File: src/include/osc_defs.svh
// oscilloscope data path constants
`ifndef OSC_DEFS_SVH
`define OSC_DEFS_SVH

// ======================================================================
// widths and record size
// ======================================================================
`define OSC_SAMPLE_W    8     // one adc sample
`define OSC_ADDR_W      6     // record address
`define OSC_DEPTH       64    // samples per record
`define OSC_TB_W        6     // time base, period minus one
`define OSC_REF_W       8     // trigger reference level
`define OSC_REF_INIT    128   // mid scale after reset

// ======================================================================
// trigger dac link
// ======================================================================
`define OSC_DAC_W       16    // spi frame bits
`define OSC_DAC_CMD_CH1 4'd1  // dac channel a
`define OSC_DAC_CMD_CH2 4'd2  // dac channel b
`define OSC_SCLK_HALF   4     // clk_50 cycles per sclk phase

// reset pulse lengths in clk_50 cycles
`define OSC_COLD_EXT    6
`define OSC_WARM_EXT    2
`define OSC_DEBUG_EXT   32

`endif

File: src/osc_pkg.sv
// oscilloscope shared types
`default_nettype none

`include "osc_defs.svh"

package osc_pkg;

  typedef logic [`OSC_SAMPLE_W-1:0] sample_t;     // raw adc code
  typedef logic [`OSC_ADDR_W-1:0]   addr_t;       // record address
  typedef logic [`OSC_TB_W-1:0]     time_base_t;  // sample period minus one
  typedef logic [`OSC_REF_W-1:0]    ref_level_t;  // trigger level
  typedef logic [`OSC_DAC_W-1:0]    dac_word_t;   // one spi frame

  // capture fsm states, as seen in the status word
  typedef enum logic [1:0] {
    CAP_ARMED     = 2'b00,  // waiting for trigger edge
    CAP_CAPTURING = 2'b01,  // filling the record
    CAP_DONE      = 2'b10   // record full, waits for arm
  } cap_state_t;

  // status word read by the processor side, msb first
  typedef struct packed {
    logic [5:0] reserved;     // reads zero
    cap_state_t cap_state_2;  // bits 25..24
    cap_state_t cap_state_1;  // bits 23..22
    time_base_t time_base;    // bits 21..16
    ref_level_t ref_level_2;  // bits 15..8
    ref_level_t ref_level_1;  // bits 7..0
  } status_t;

endpackage

`default_nettype wire

File: src/sample_clock_gen.sv
// adc time base
`timescale 1ns/1ps
`default_nettype none

module sample_clock_gen (
  input  wire                     clk_50,
  input  wire                     arst_n,
  input  wire osc_pkg::time_base_t time_base,   // period minus one
  output logic                    adc_clk_en,  // one-cycle sample strobe
  output logic                    adc_clk      // clock to both adcs
);

  osc_pkg::time_base_t cnt;      // position in the sample period
  osc_pkg::time_base_t cnt_nxt;

  // >= so a smaller time base written mid-period reloads at once
  assign adc_clk_en = (cnt >= time_base);
  assign cnt_nxt    = adc_clk_en ? '0 : cnt + 1'b1;

  always_ff @(posedge clk_50 or negedge arst_n) begin
    if (!arst_n) begin
      cnt     <= '0;
      adc_clk <= 1'b0;
    end else begin
      cnt     <= cnt_nxt;
      adc_clk <= (cnt_nxt <= (time_base >> 1));  // high in lower half, glitch free
    end
  end

  // strobe is a single cycle unless the period is one cycle
  a_strobe_single : assert property (
    @(posedge clk_50) disable iff (!arst_n)
    adc_clk_en |=> (!adc_clk_en || time_base == '0)
  ) else $error("adc_clk_en held high with nonzero time base");

endmodule

`default_nettype wire

File: src/capture_channel.sv
// triggered record capture
`timescale 1ns/1ps
`default_nettype none

`include "osc_defs.svh"

module capture_channel (
  input  wire                   clk_50,
  input  wire                   arst_n,
  input  wire                   adc_clk_en,   // sample strobe
  input  wire osc_pkg::sample_t adc_samples,
  input  wire                   trigger,
  input  wire                   arm,          // re-arm after done
  output logic                  mem_write,
  output osc_pkg::addr_t        mem_addr,
  output osc_pkg::sample_t      mem_data,
  output osc_pkg::cap_state_t   state
);

  localparam osc_pkg::addr_t LAST_ADDR = osc_pkg::addr_t'(`OSC_DEPTH - 1);

  logic           trig_q;     // trigger at previous strobe
  logic           trig_rise;
  osc_pkg::addr_t wr_addr;    // next record address
  logic           cap_end;    // last sample issued, go done
  logic           start;
  logic           take;       // store this strobe's sample

  // ======================================================================
  // strobe qualified trigger edge
  // ======================================================================
  assign trig_rise = trigger & ~trig_q;
  assign start     = (state == osc_pkg::CAP_ARMED) & adc_clk_en & trig_rise;
  assign take      = start |
                     ((state == osc_pkg::CAP_CAPTURING) & ~cap_end & adc_clk_en);

  // ======================================================================
  // capture fsm and address counter
  // ======================================================================
  always_ff @(posedge clk_50 or negedge arst_n) begin
    if (!arst_n) begin
      state     <= osc_pkg::CAP_ARMED;
      trig_q    <= 1'b0;
      wr_addr   <= '0;
      cap_end   <= 1'b0;
      mem_write <= 1'b0;
    end else begin
      mem_write <= take;                  // one cycle after the strobe
      if (adc_clk_en)
        trig_q <= trigger;                // edge seen strobe to strobe
      if (take) begin
        wr_addr <= wr_addr + 1'b1;        // wraps to 0 after the last one
        if (wr_addr == LAST_ADDR)
          cap_end <= 1'b1;
      end
      case (state)
        osc_pkg::CAP_ARMED: begin
          if (start)
            state <= osc_pkg::CAP_CAPTURING;
        end
        osc_pkg::CAP_CAPTURING: begin
          if (cap_end) begin              // last write is on the port now
            state   <= osc_pkg::CAP_DONE;
            cap_end <= 1'b0;
          end
        end
        osc_pkg::CAP_DONE: begin
          if (arm)
            state <= osc_pkg::CAP_ARMED;  // trigger ignored until here
        end
        default: state <= osc_pkg::CAP_ARMED;
      endcase
    end
  end

  // write port payload, qualified by mem_write
  always_ff @(posedge clk_50) begin
    if (take) begin
      mem_addr <= wr_addr;
      mem_data <= adc_samples;
    end
  end

  a_no_write_done : assert property (
    @(posedge clk_50) disable iff (!arst_n)
    (state == osc_pkg::CAP_DONE) |-> !mem_write
  ) else $error("record write while channel done");

endmodule

`default_nettype wire

File: src/quad_encoder_level.sv
// rotary encoder level control
`timescale 1ns/1ps
`default_nettype none

`include "osc_defs.svh"

module quad_encoder_level (
  input  wire                 clk_50,
  input  wire                 arst_n,
  input  wire                 re_a,           // encoder phase a, async
  input  wire                 re_b,           // encoder phase b, async
  output osc_pkg::ref_level_t ref_level,
  output logic                level_changed   // one pulse per real step
);

  logic [1:0] a_sync;   // two-flop synchronizer
  logic [1:0] b_sync;
  logic       a_q;      // for the edge detect
  logic       a_rise;
  logic       step_up;
  logic       step_dn;

  assign a_rise = a_sync[1] & ~a_q;

  // b decides direction, limits block the step
  assign step_up = a_rise & ~b_sync[1] & (ref_level != '1);
  assign step_dn = a_rise &  b_sync[1] & (ref_level != '0);

  always_ff @(posedge clk_50 or negedge arst_n) begin
    if (!arst_n) begin
      a_sync        <= '0;
      b_sync        <= '0;
      a_q           <= 1'b0;
      ref_level     <= osc_pkg::ref_level_t'(`OSC_REF_INIT);
      level_changed <= 1'b0;
    end else begin
      a_sync        <= {a_sync[0], re_a};
      b_sync        <= {b_sync[0], re_b};
      a_q           <= a_sync[1];
      level_changed <= step_up | step_dn;   // aligned with the new level
      if (step_up)
        ref_level <= ref_level + 1'b1;
      else if (step_dn)
        ref_level <= ref_level - 1'b1;
    end
  end

endmodule

`default_nettype wire

File: src/dac_spi_writer.sv
// trigger dac spi writer
`timescale 1ns/1ps
`default_nettype none

`include "osc_defs.svh"

module dac_spi_writer (
  input  wire                      clk_50,
  input  wire                      arst_n,
  input  wire osc_pkg::ref_level_t ref_level_1,
  input  wire osc_pkg::ref_level_t ref_level_2,
  input  wire                      changed_1,   // level step, channel 1
  input  wire                      changed_2,
  output logic                     sclk,
  output logic                     sdata,
  output logic                     cs_n
);

  localparam int DIV_W = $clog2(`OSC_SCLK_HALF + 1);
  localparam int BIT_W = $clog2(`OSC_DAC_W);

  logic               pend_1;     // frame owed to channel 1
  logic               pend_2;
  logic [DIV_W-1:0]   div_cnt;    // cycles within an sclk phase
  logic [BIT_W-1:0]   bit_cnt;    // bits sent in this frame
  osc_pkg::dac_word_t shreg;      // msb goes out first
  osc_pkg::dac_word_t frame;
  logic               start;
  logic               phase_end;
  logic               frame_end;

  // ======================================================================
  // frame select, channel 1 wins
  // ======================================================================
  assign start = cs_n & (pend_1 | pend_2);   // cs_n high = idle
  assign frame = pend_1 ? {`OSC_DAC_CMD_CH1, ref_level_1, 4'b0000}
                        : {`OSC_DAC_CMD_CH2, ref_level_2, 4'b0000};

  always_ff @(posedge clk_50 or negedge arst_n) begin
    if (!arst_n) begin
      pend_1 <= 1'b0;
      pend_2 <= 1'b0;
    end else begin
      // steps during a frame fold into one pending write
      pend_1 <= changed_1 | (pend_1 & ~start);
      pend_2 <= changed_2 | (pend_2 & ~(start & ~pend_1));
    end
  end

  // ======================================================================
  // serializer
  // ======================================================================
  assign phase_end = ~cs_n & (div_cnt == DIV_W'(`OSC_SCLK_HALF - 1));
  assign frame_end = phase_end & sclk & (bit_cnt == BIT_W'(`OSC_DAC_W - 1));
  assign sdata     = shreg[`OSC_DAC_W-1];

  always_ff @(posedge clk_50 or negedge arst_n) begin
    if (!arst_n) begin
      cs_n    <= 1'b1;
      sclk    <= 1'b0;
      div_cnt <= '0;
      bit_cnt <= '0;
      shreg   <= '0;
    end else if (start) begin
      cs_n    <= 1'b0;          // level latched here
      sclk    <= 1'b0;
      div_cnt <= '0;
      bit_cnt <= '0;
      shreg   <= frame;
    end else if (!cs_n) begin
      if (phase_end) begin
        div_cnt <= '0;
        sclk    <= ~sclk;
        if (sclk) begin         // falling sclk, next bit
          shreg   <= {shreg[`OSC_DAC_W-2:0], 1'b0};
          bit_cnt <= bit_cnt + 1'b1;
          if (frame_end)
            cs_n <= 1'b1;       // idle at least one cycle before next frame
        end
      end else begin
        div_cnt <= div_cnt + 1'b1;
      end
    end
  end

  a_sclk_idle : assert property (
    @(posedge clk_50) disable iff (!arst_n)
    cs_n |-> !sclk
  ) else $error("sclk active with cs_n high");

endmodule

`default_nettype wire

File: src/reset_pulse_stretch.sv
// reset request pulse stretcher
`timescale 1ns/1ps
`default_nettype none

module reset_pulse_stretch #(
  parameter int pulse_len = 4   // output pulse in clk_50 cycles
) (
  input  wire  clk_50,
  input  wire  arst_n,
  input  wire  req,     // request level, rising edge counts
  output logic pulse
);

  localparam int CNT_W = $clog2(pulse_len + 1);

  logic             req_q;
  logic             req_rise;
  logic [CNT_W-1:0] cnt;      // cycles of pulse left

  assign req_rise = req & ~req_q;
  assign pulse    = (cnt != '0);

  always_ff @(posedge clk_50 or negedge arst_n) begin
    if (!arst_n) begin
      req_q <= 1'b0;
      cnt   <= '0;
    end else begin
      req_q <= req;
      if (cnt != '0)
        cnt <= cnt - 1'b1;            // running, new edges dropped
      else if (req_rise)
        cnt <= CNT_W'(pulse_len);     // pulse starts next cycle
    end
  end

endmodule

`default_nettype wire

File: src/osc_top.sv
// oscilloscope data path top
`timescale 1ns/1ps
`default_nettype none

`include "osc_defs.svh"

module osc_top (
  input  wire                      clk_50,
  input  wire                      arst_n,
  input  wire osc_pkg::time_base_t time_base,
  input  wire osc_pkg::sample_t    adc_samples_1,
  input  wire osc_pkg::sample_t    adc_samples_2,
  input  wire                      trigger_1,
  input  wire                      trigger_2,
  input  wire                      arm_1,
  input  wire                      arm_2,
  input  wire                      re_a1,
  input  wire                      re_b1,
  input  wire                      re_a2,
  input  wire                      re_b2,
  input  wire [2:0]                reset_req,     // cold, warm, debug
  output logic                     adc_clk,
  output logic                     adc_clk_en,
  output logic                     mem_write_1,
  output osc_pkg::addr_t           mem_addr_1,
  output osc_pkg::sample_t         mem_data_1,
  output logic                     mem_write_2,
  output osc_pkg::addr_t           mem_addr_2,
  output osc_pkg::sample_t         mem_data_2,
  output logic                     sclk,
  output logic                     sdata,
  output logic                     cs_n,
  output logic                     cold_reset,
  output logic                     warm_reset,
  output logic                     debug_reset,
  output osc_pkg::status_t         oscope_status
);

  osc_pkg::cap_state_t cap_state_1;
  osc_pkg::cap_state_t cap_state_2;
  osc_pkg::ref_level_t ref_level_1;
  osc_pkg::ref_level_t ref_level_2;
  logic                changed_1;
  logic                changed_2;

  // ======================================================================
  // acquisition, one time base for both channels
  // ======================================================================
  sample_clock_gen u_time_base (
    .clk_50, .arst_n, .time_base, .adc_clk_en, .adc_clk
  );

  capture_channel u_chan_1 (
    .clk_50, .arst_n, .adc_clk_en,
    .adc_samples (adc_samples_1), .trigger (trigger_1), .arm (arm_1),
    .mem_write (mem_write_1), .mem_addr (mem_addr_1),
    .mem_data (mem_data_1), .state (cap_state_1)
  );

  capture_channel u_chan_2 (
    .clk_50, .arst_n, .adc_clk_en,
    .adc_samples (adc_samples_2), .trigger (trigger_2), .arm (arm_2),
    .mem_write (mem_write_2), .mem_addr (mem_addr_2),
    .mem_data (mem_data_2), .state (cap_state_2)
  );

  // ======================================================================
  // trigger levels and threshold dac
  // ======================================================================
  quad_encoder_level u_enc_1 (
    .clk_50, .arst_n, .re_a (re_a1), .re_b (re_b1),
    .ref_level (ref_level_1), .level_changed (changed_1)
  );

  quad_encoder_level u_enc_2 (
    .clk_50, .arst_n, .re_a (re_a2), .re_b (re_b2),
    .ref_level (ref_level_2), .level_changed (changed_2)
  );

  dac_spi_writer u_dac (
    .clk_50, .arst_n, .ref_level_1, .ref_level_2,
    .changed_1, .changed_2, .sclk, .sdata, .cs_n
  );

  // reset request stretchers
  reset_pulse_stretch #(.pulse_len(`OSC_COLD_EXT)) u_cold_rst (
    .clk_50, .arst_n, .req (reset_req[0]), .pulse (cold_reset)
  );
  reset_pulse_stretch #(.pulse_len(`OSC_WARM_EXT)) u_warm_rst (
    .clk_50, .arst_n, .req (reset_req[1]), .pulse (warm_reset)
  );
  reset_pulse_stretch #(.pulse_len(`OSC_DEBUG_EXT)) u_debug_rst (
    .clk_50, .arst_n, .req (reset_req[2]), .pulse (debug_reset)
  );

  // status word for the processor side
  assign oscope_status = '{
    reserved:    '0,
    cap_state_2: cap_state_2,
    cap_state_1: cap_state_1,
    time_base:   time_base,
    ref_level_2: ref_level_2,
    ref_level_1: ref_level_1
  };

endmodule

`default_nettype wire

File: config.mk
export PLATFORM = sky130hd
export DESIGN_NAME = osc_top
export DESIGN_NICKNAME = d
export VERILOG_FILES = /design/src/osc_pkg.sv /design/src/sample_clock_gen.sv /design/src/capture_channel.sv /design/src/quad_encoder_level.sv /design/src/dac_spi_writer.sv /design/src/reset_pulse_stretch.sv /design/src/osc_top.sv
export VERILOG_INCLUDE_DIRS = /design/src /design/src/include
export SDC_FILE = /design/constraint.sdc
export NUM_CORES = 1
export LEC_CHECK = 0
export ABC_AREA = 1
export BUFFER_PORTS_ARGS = -buffer_cell sky130_fd_sc_hd__buf_4
export CAP_MARGIN = 20
export CORE_UTILIZATION = 45
export DETAILED_ROUTE_END_ITERATION = 16
export PLACE_DENSITY_LB_ADDON = 0.25
export SLEW_MARGIN = 20
export SYNTH_ARGS = -nofsm -noshare
export SYNTH_HDL_FRONTEND = slang
export SYNTH_HIERARCHICAL = 1
export SYNTH_SLANG_ARGS = --single-unit
File: constraint.sdc
create_clock -name clk_50 -period 5 [get_ports clk_50]
set_input_delay 1 -clock clk_50 [delete_from_list [all_inputs] [get_ports clk_50]]
set_output_delay 1 -clock clk_50 [all_outputs]
set_load 0.02 [all_outputs]
======== Word level (Yosys, flattened, before mapping) ========
Index checks and enable logic that the tools add are counted.
cells by class
  add/subtract/negate cells ............... 12
  order comparisons ....................... 2
  equality and inequality tests ........... 17
  mux-type cells .......................... 47
  bitwise logic cells ..................... 53
  reduce and logical (&&, ||, !) cells .... 18
operators with widths
  operator             number
  $mux 16              4
  $mux 8               4
  $and 1x1->1          30
  $add 6x1->6 const B  3
  $mux 6               3
  $add 8x1->8 const B  2
  $mux 1               16
  $mux 2               8
  $mux 4               4
  $ne 8x8->1 const B   2
  $not 1->1            16
  $reduce_bool 2->1    8
  $reduce_bool 8->1    2
  $sub 8x1->8 const B  2
  $mux 3               5
  $mux 14              1
  $eq 6x6->1 const B   2
  $pmux 2 s3           2
  $reduce_and 3->1     3
  $ne 2x1->1 const B   4
  $or 1x1->1           7
  $ge 6x6->1           1
  $le 6x5->1           1
  $ne 2x2->1 const B   3
  13 further kinds     16
storage, ports and cells
  register bits after elaboration ......... 126
  bits of input ports ..................... 35
  logic and storage cells ................. 188

======== Longest topological paths before layout ========
  depth in word-level cells ............... 9
  depth in mapped cells ................... 17
  depth with buffers taken out ............ 17

======== Hierarchy ========
Netlist, hierarchy kept.
by module, submodules not included
  module                              times used  cells an instance  area an instance (um2)  seq. area each (um2)
  capture_channel                     2           78                 972.2                   695.7
  quad_encoder_level                  2           111                868.3                   351.6
  dac_spi_writer                      1           161                1228.7                  576.8
  sample_clock_gen                    1           80                 616.8                   175.2
  reset_pulse_stretch at u_debug_rst  1           41                 376.6                   175.2
  reset_pulse_stretch at u_cold_rst   1           24                 210.2                   100.1
  reset_pulse_stretch at u_warm_rst   1           18                 156.4                   75.1
  osc_top                             1           13                 93.8                    0.0

======== Least setup slack after synthesis ========
Ideal clock, no wire load.
  kind .................................... input -> output
  from .................................... in time_base[5]
  to ...................................... out adc_clk_en
  arrival ................................. 1.783 ns
  path slack .............................. 2.217 ns
  stages on the path ...................... 6
  path buffers ............................ 0
  path through ............................ inv_1 -> ha_1 -> nand2_1 -> inv_1 -> a21oi_2 -> nand2_4
on the way
  longest elaborated chain between the ends .. 1
RTL lines
  what             RTL line                source
  start, declared  osc_top.sv:10           input wire osc_pkg::time_base_t time_base,
  $ge 6x6->1       sample_clock_gen.sv:17  assign adc_clk_en = (cnt >= time_base);
  end, declared    osc_top.sv:23           output logic adc_clk_en,
Every way passes these cells.

======== Worst setup path after layout ========
Ends and elaborated chain as after synthesis.

==> out/results.txt <==
Final Critical Period -> 3.14 ns
root buf cell -> clkbuf_16
number of global-route vias before repair -> 4656
multiplexer share of the synthesized area -> 0
share of the synthesized area in compound gates (AO/OA/AOI/OAI) -> 0.0346
FILL cells -> 1244
All-Layer GR Usage -> 0.185
Avg WL per Cell -> 12.3 microns
most frequent standard cell in the layout excluding fill and tap cells -> nand2_1
instance area after placement -> 7220 sq um
power density relative to cell area -> 572 nW/um^2
total wire length after detailed routing -> 12400 microns
number of warnings reported in the yosys synthesis log -> 6
synthesized-area fraction occupied by and/or/nand/nor cells -> 0.297
sequential cell area fraction in the yosys report -> 0.502
number of levels in the clock H-tree -> 4
number of distinct standard cells referenced by the synthesized netlist -> 42
area of all placed cells without fillers -> 7820 sq um
flip-flop and latch area -> 3200 sq um
multi-input combinational cell area -> 2720 sq um
crit-path cells -> buf_4 > inv_1 > ha_1 > nand2_1 > inv_1 > a21oi_2 > nand2_4 > buf_4
number of flops mapped to enable cells by yosys -> 28
CP required -> 4.00 ns
hold-fix buffers at CTS -> 0
portion of the clock cycle consumed by the worst path in the final layout -> 0.628
nature of the critical path endpoint -> output port
combined buffer and inverter count along the critical path -> 4
largest net degree at the start of global routing -> 55
number of top-level pins -> 105
antenna violations before repair -> 0
input/output buffers -> 98
Pre-Repair DR Iteration Count -> 4
HPWL after DPL -> 8960 microns
crit path max-delay cell type -> ha_1
Final TNS setup -> 0 ns
clk sinks -> 122
post-synthesis area per instance -> 8.90 sq um
cell class contributing the biggest share of worst-path delay -> buffers and inverters
per-cell via count in the routed design -> 4.72
mapped cell area -> 6360 sq um
layout overhead on the synthesized area -> 22.9%
Diodes inserted -> 0
Max FO, Critical Path -> 12
number of flip-flops and latches in the synthesized netlist -> 122
startpoint-to-endpoint class of the critical path -> in -> out
synthesized netlist cell count -> 715
cells resized by post-CTS repair -> 0
Core Footprint -> 13800 sq um
final slew viol count -> 0
maximum VDD drop -> 259 uV
CTS clk-pin slew, worst paths -> 0.05 ns
share of Yosys cell area claimed by the top area cell type -> 0.358
Crit path largest cell delay -> 0.31 ns
worst hold path class -> reg -> reg
Initial Util -> 0.460
width of the die -> 121 microns
global-route wire length before repair -> 21300 microns
most instantiated flip-flop cell in the synthesis netlist -> dfrtp_1
proportion of synthesized flip-flops having asynchronous set or reset -> 0.770
static leakage -> 0.00404 uW
clock tree from TritonCTS -> done
skew final -> 0.00487 ns
worst relative slew slack -> 0.429
buffer depth of the longest clock path -> 2
height of the chip -> 121 microns
clock latency reported for the late side of the worst-skew pair -> 0.41 ns
largest area contributor in the netlist -> dfrtp_1
GPL Wtd Cong -> 0.847
Total Die Area -> 14600 sq um
number of nets at the end of the flow -> 891
via count of the routed design -> 4791
xor-xnor portion of the synthesized cell area -> 0.0220
slew at the pin closest to its max-slew limit -> 0.850 ns
number of setup buffers added after CTS -> 0
number of maximum-capacitance constraint violations -> 0
first-iteration detailed-routing DRC count -> 222
proportion of layout cells with a drive suffix above 1 -> 0.225
highest-count cells in the layout ignoring fill and taps -> nand2_1, buf_4, dfrtp_1
Antenna Nets Post-Route -> 0
number of buffers added by the clock tree synthesis step -> 17
remaining routing DRC violations -> 0
largest family of logic cells by synthesized area -> simple AND/OR/NAND/NOR gates
Overflow after GRT -> 0
count of standard-cell rows -> 43
achievable clock frequency -> 319 MHz
leading cell types by total area after synthesis -> dfrtp_1, nand2_1, edfxtp_1, ha_1, inv_1
number of setup violations in the final report -> 0
Worst setup SP type -> input port
adder-cell share of the synthesized area -> 0.0712
unrepaired setup endpoints after global routing -> false
result of the run -> complete, no violations
Hold Vio Cnt, Final -> 0
worst path arrival time -> 2.14 ns
cell usage after synthesis (5+ instances only):
master / n
nand2_1: 261
dfrtp_1: 91
inv_1: 81
nand3_1: 50
nor2_1: 38
ha_1: 33
edfxtp_1: 28
buf_4: 14
nand2_2: 12
xor2_1: 11
a21oi_1: 9
o21ai_0: 8
o21ai_2: 8
nand4_1: 7
nand2_4: 6
nor2_2: 5
nor2_4: 5
xnor2_1: 5
layer usage:
| metal | GRT usage | up-vias | wire length [microns] |
|---|---|---|---|
| li1 | - | 2466 | - |
| met1 | 0.236 | 2226 | 5590 |
| met2 | 0.303 | 85 | 6240 |
| met3 | 0.0418 | 14 | 443 |
| met4 | 0.0772 | 0 | 157 |
| met5 | 0 | - | 0 |
report_power, final:
part           internal, uW  leakage (uW)  switching (uW)
sequential             1290       0.00143             265
combinational           667       0.00232            1030
clock                   793      0.000284             430
final timing paths:
kind / startpoint / slack [ns] / depth (start not counted) / end
setup / recovery: time_base[5] / 1.86 / 8 / adc_clk_en
hold / removal: u_enc_2/b_sync[0] / 0.35 / 0 / u_enc_2/b_sync[1]
setup reg to reg: u_time_base/cnt[0] / 2.71 / 15 / u_time_base/adc_clk
hold reg to reg: u_enc_2/b_sync[0] / 0.35 / 0 / u_enc_2/b_sync[1]
max in group asynchronous: arst_n / 3.37 / 2 / u_dac/cs_n
min in group asynchronous: arst_n / 0.64 / 1 / u_enc_2/ref_level[3]
kinds of logic after synthesis:
| logic type | after synthesis |
|---|---|
| AOI/OAI and AO/OA | 34 |
| other | 1 |
| and+or+nand+nor | 404 |
| xor gates and xnor gates | 16 |
| buffers and inverters | 103 |
| DFF | 122 |
| adders and majority gates | 35 |
metrics by stage:
stage	utilization	total power, uW	hold slack, ns	std cells	worst slack (ns)
after floorplan	-	2730	0.331	720	2.22
after global placement	0.522	3200	0.336	982	1.90
after detailed placement	0.522	3270	0.335	982	1.85
after CTS	0.566	4520	0.347	1014	1.85
after global routing	0.566	4800	0.353	1014	1.75
final	0.566	4480	0.346	1014	1.86
sequential cells by signal, indices dropped and copies added, names as in the netlist, 8 cells and up:
signal             count
u_dac/shreg           12
u_chan_1/mem_data      8
u_enc_1/ref_level      8
u_chan_2/mem_data      8
u_enc_2/ref_level      8
layout make-up:
type / instances / share of cell area
sequential: 122 / 0.409
multi-input combinational: 495 / 0.348
timing repair buffer: 99 / 0.0950
clock buffer: 20 / 0.0571
inverter: 86 / 0.0429
tap: 180 / 0.0288
clock inverter: 12 / 0.0190
(Power assumes the default switching activity.)
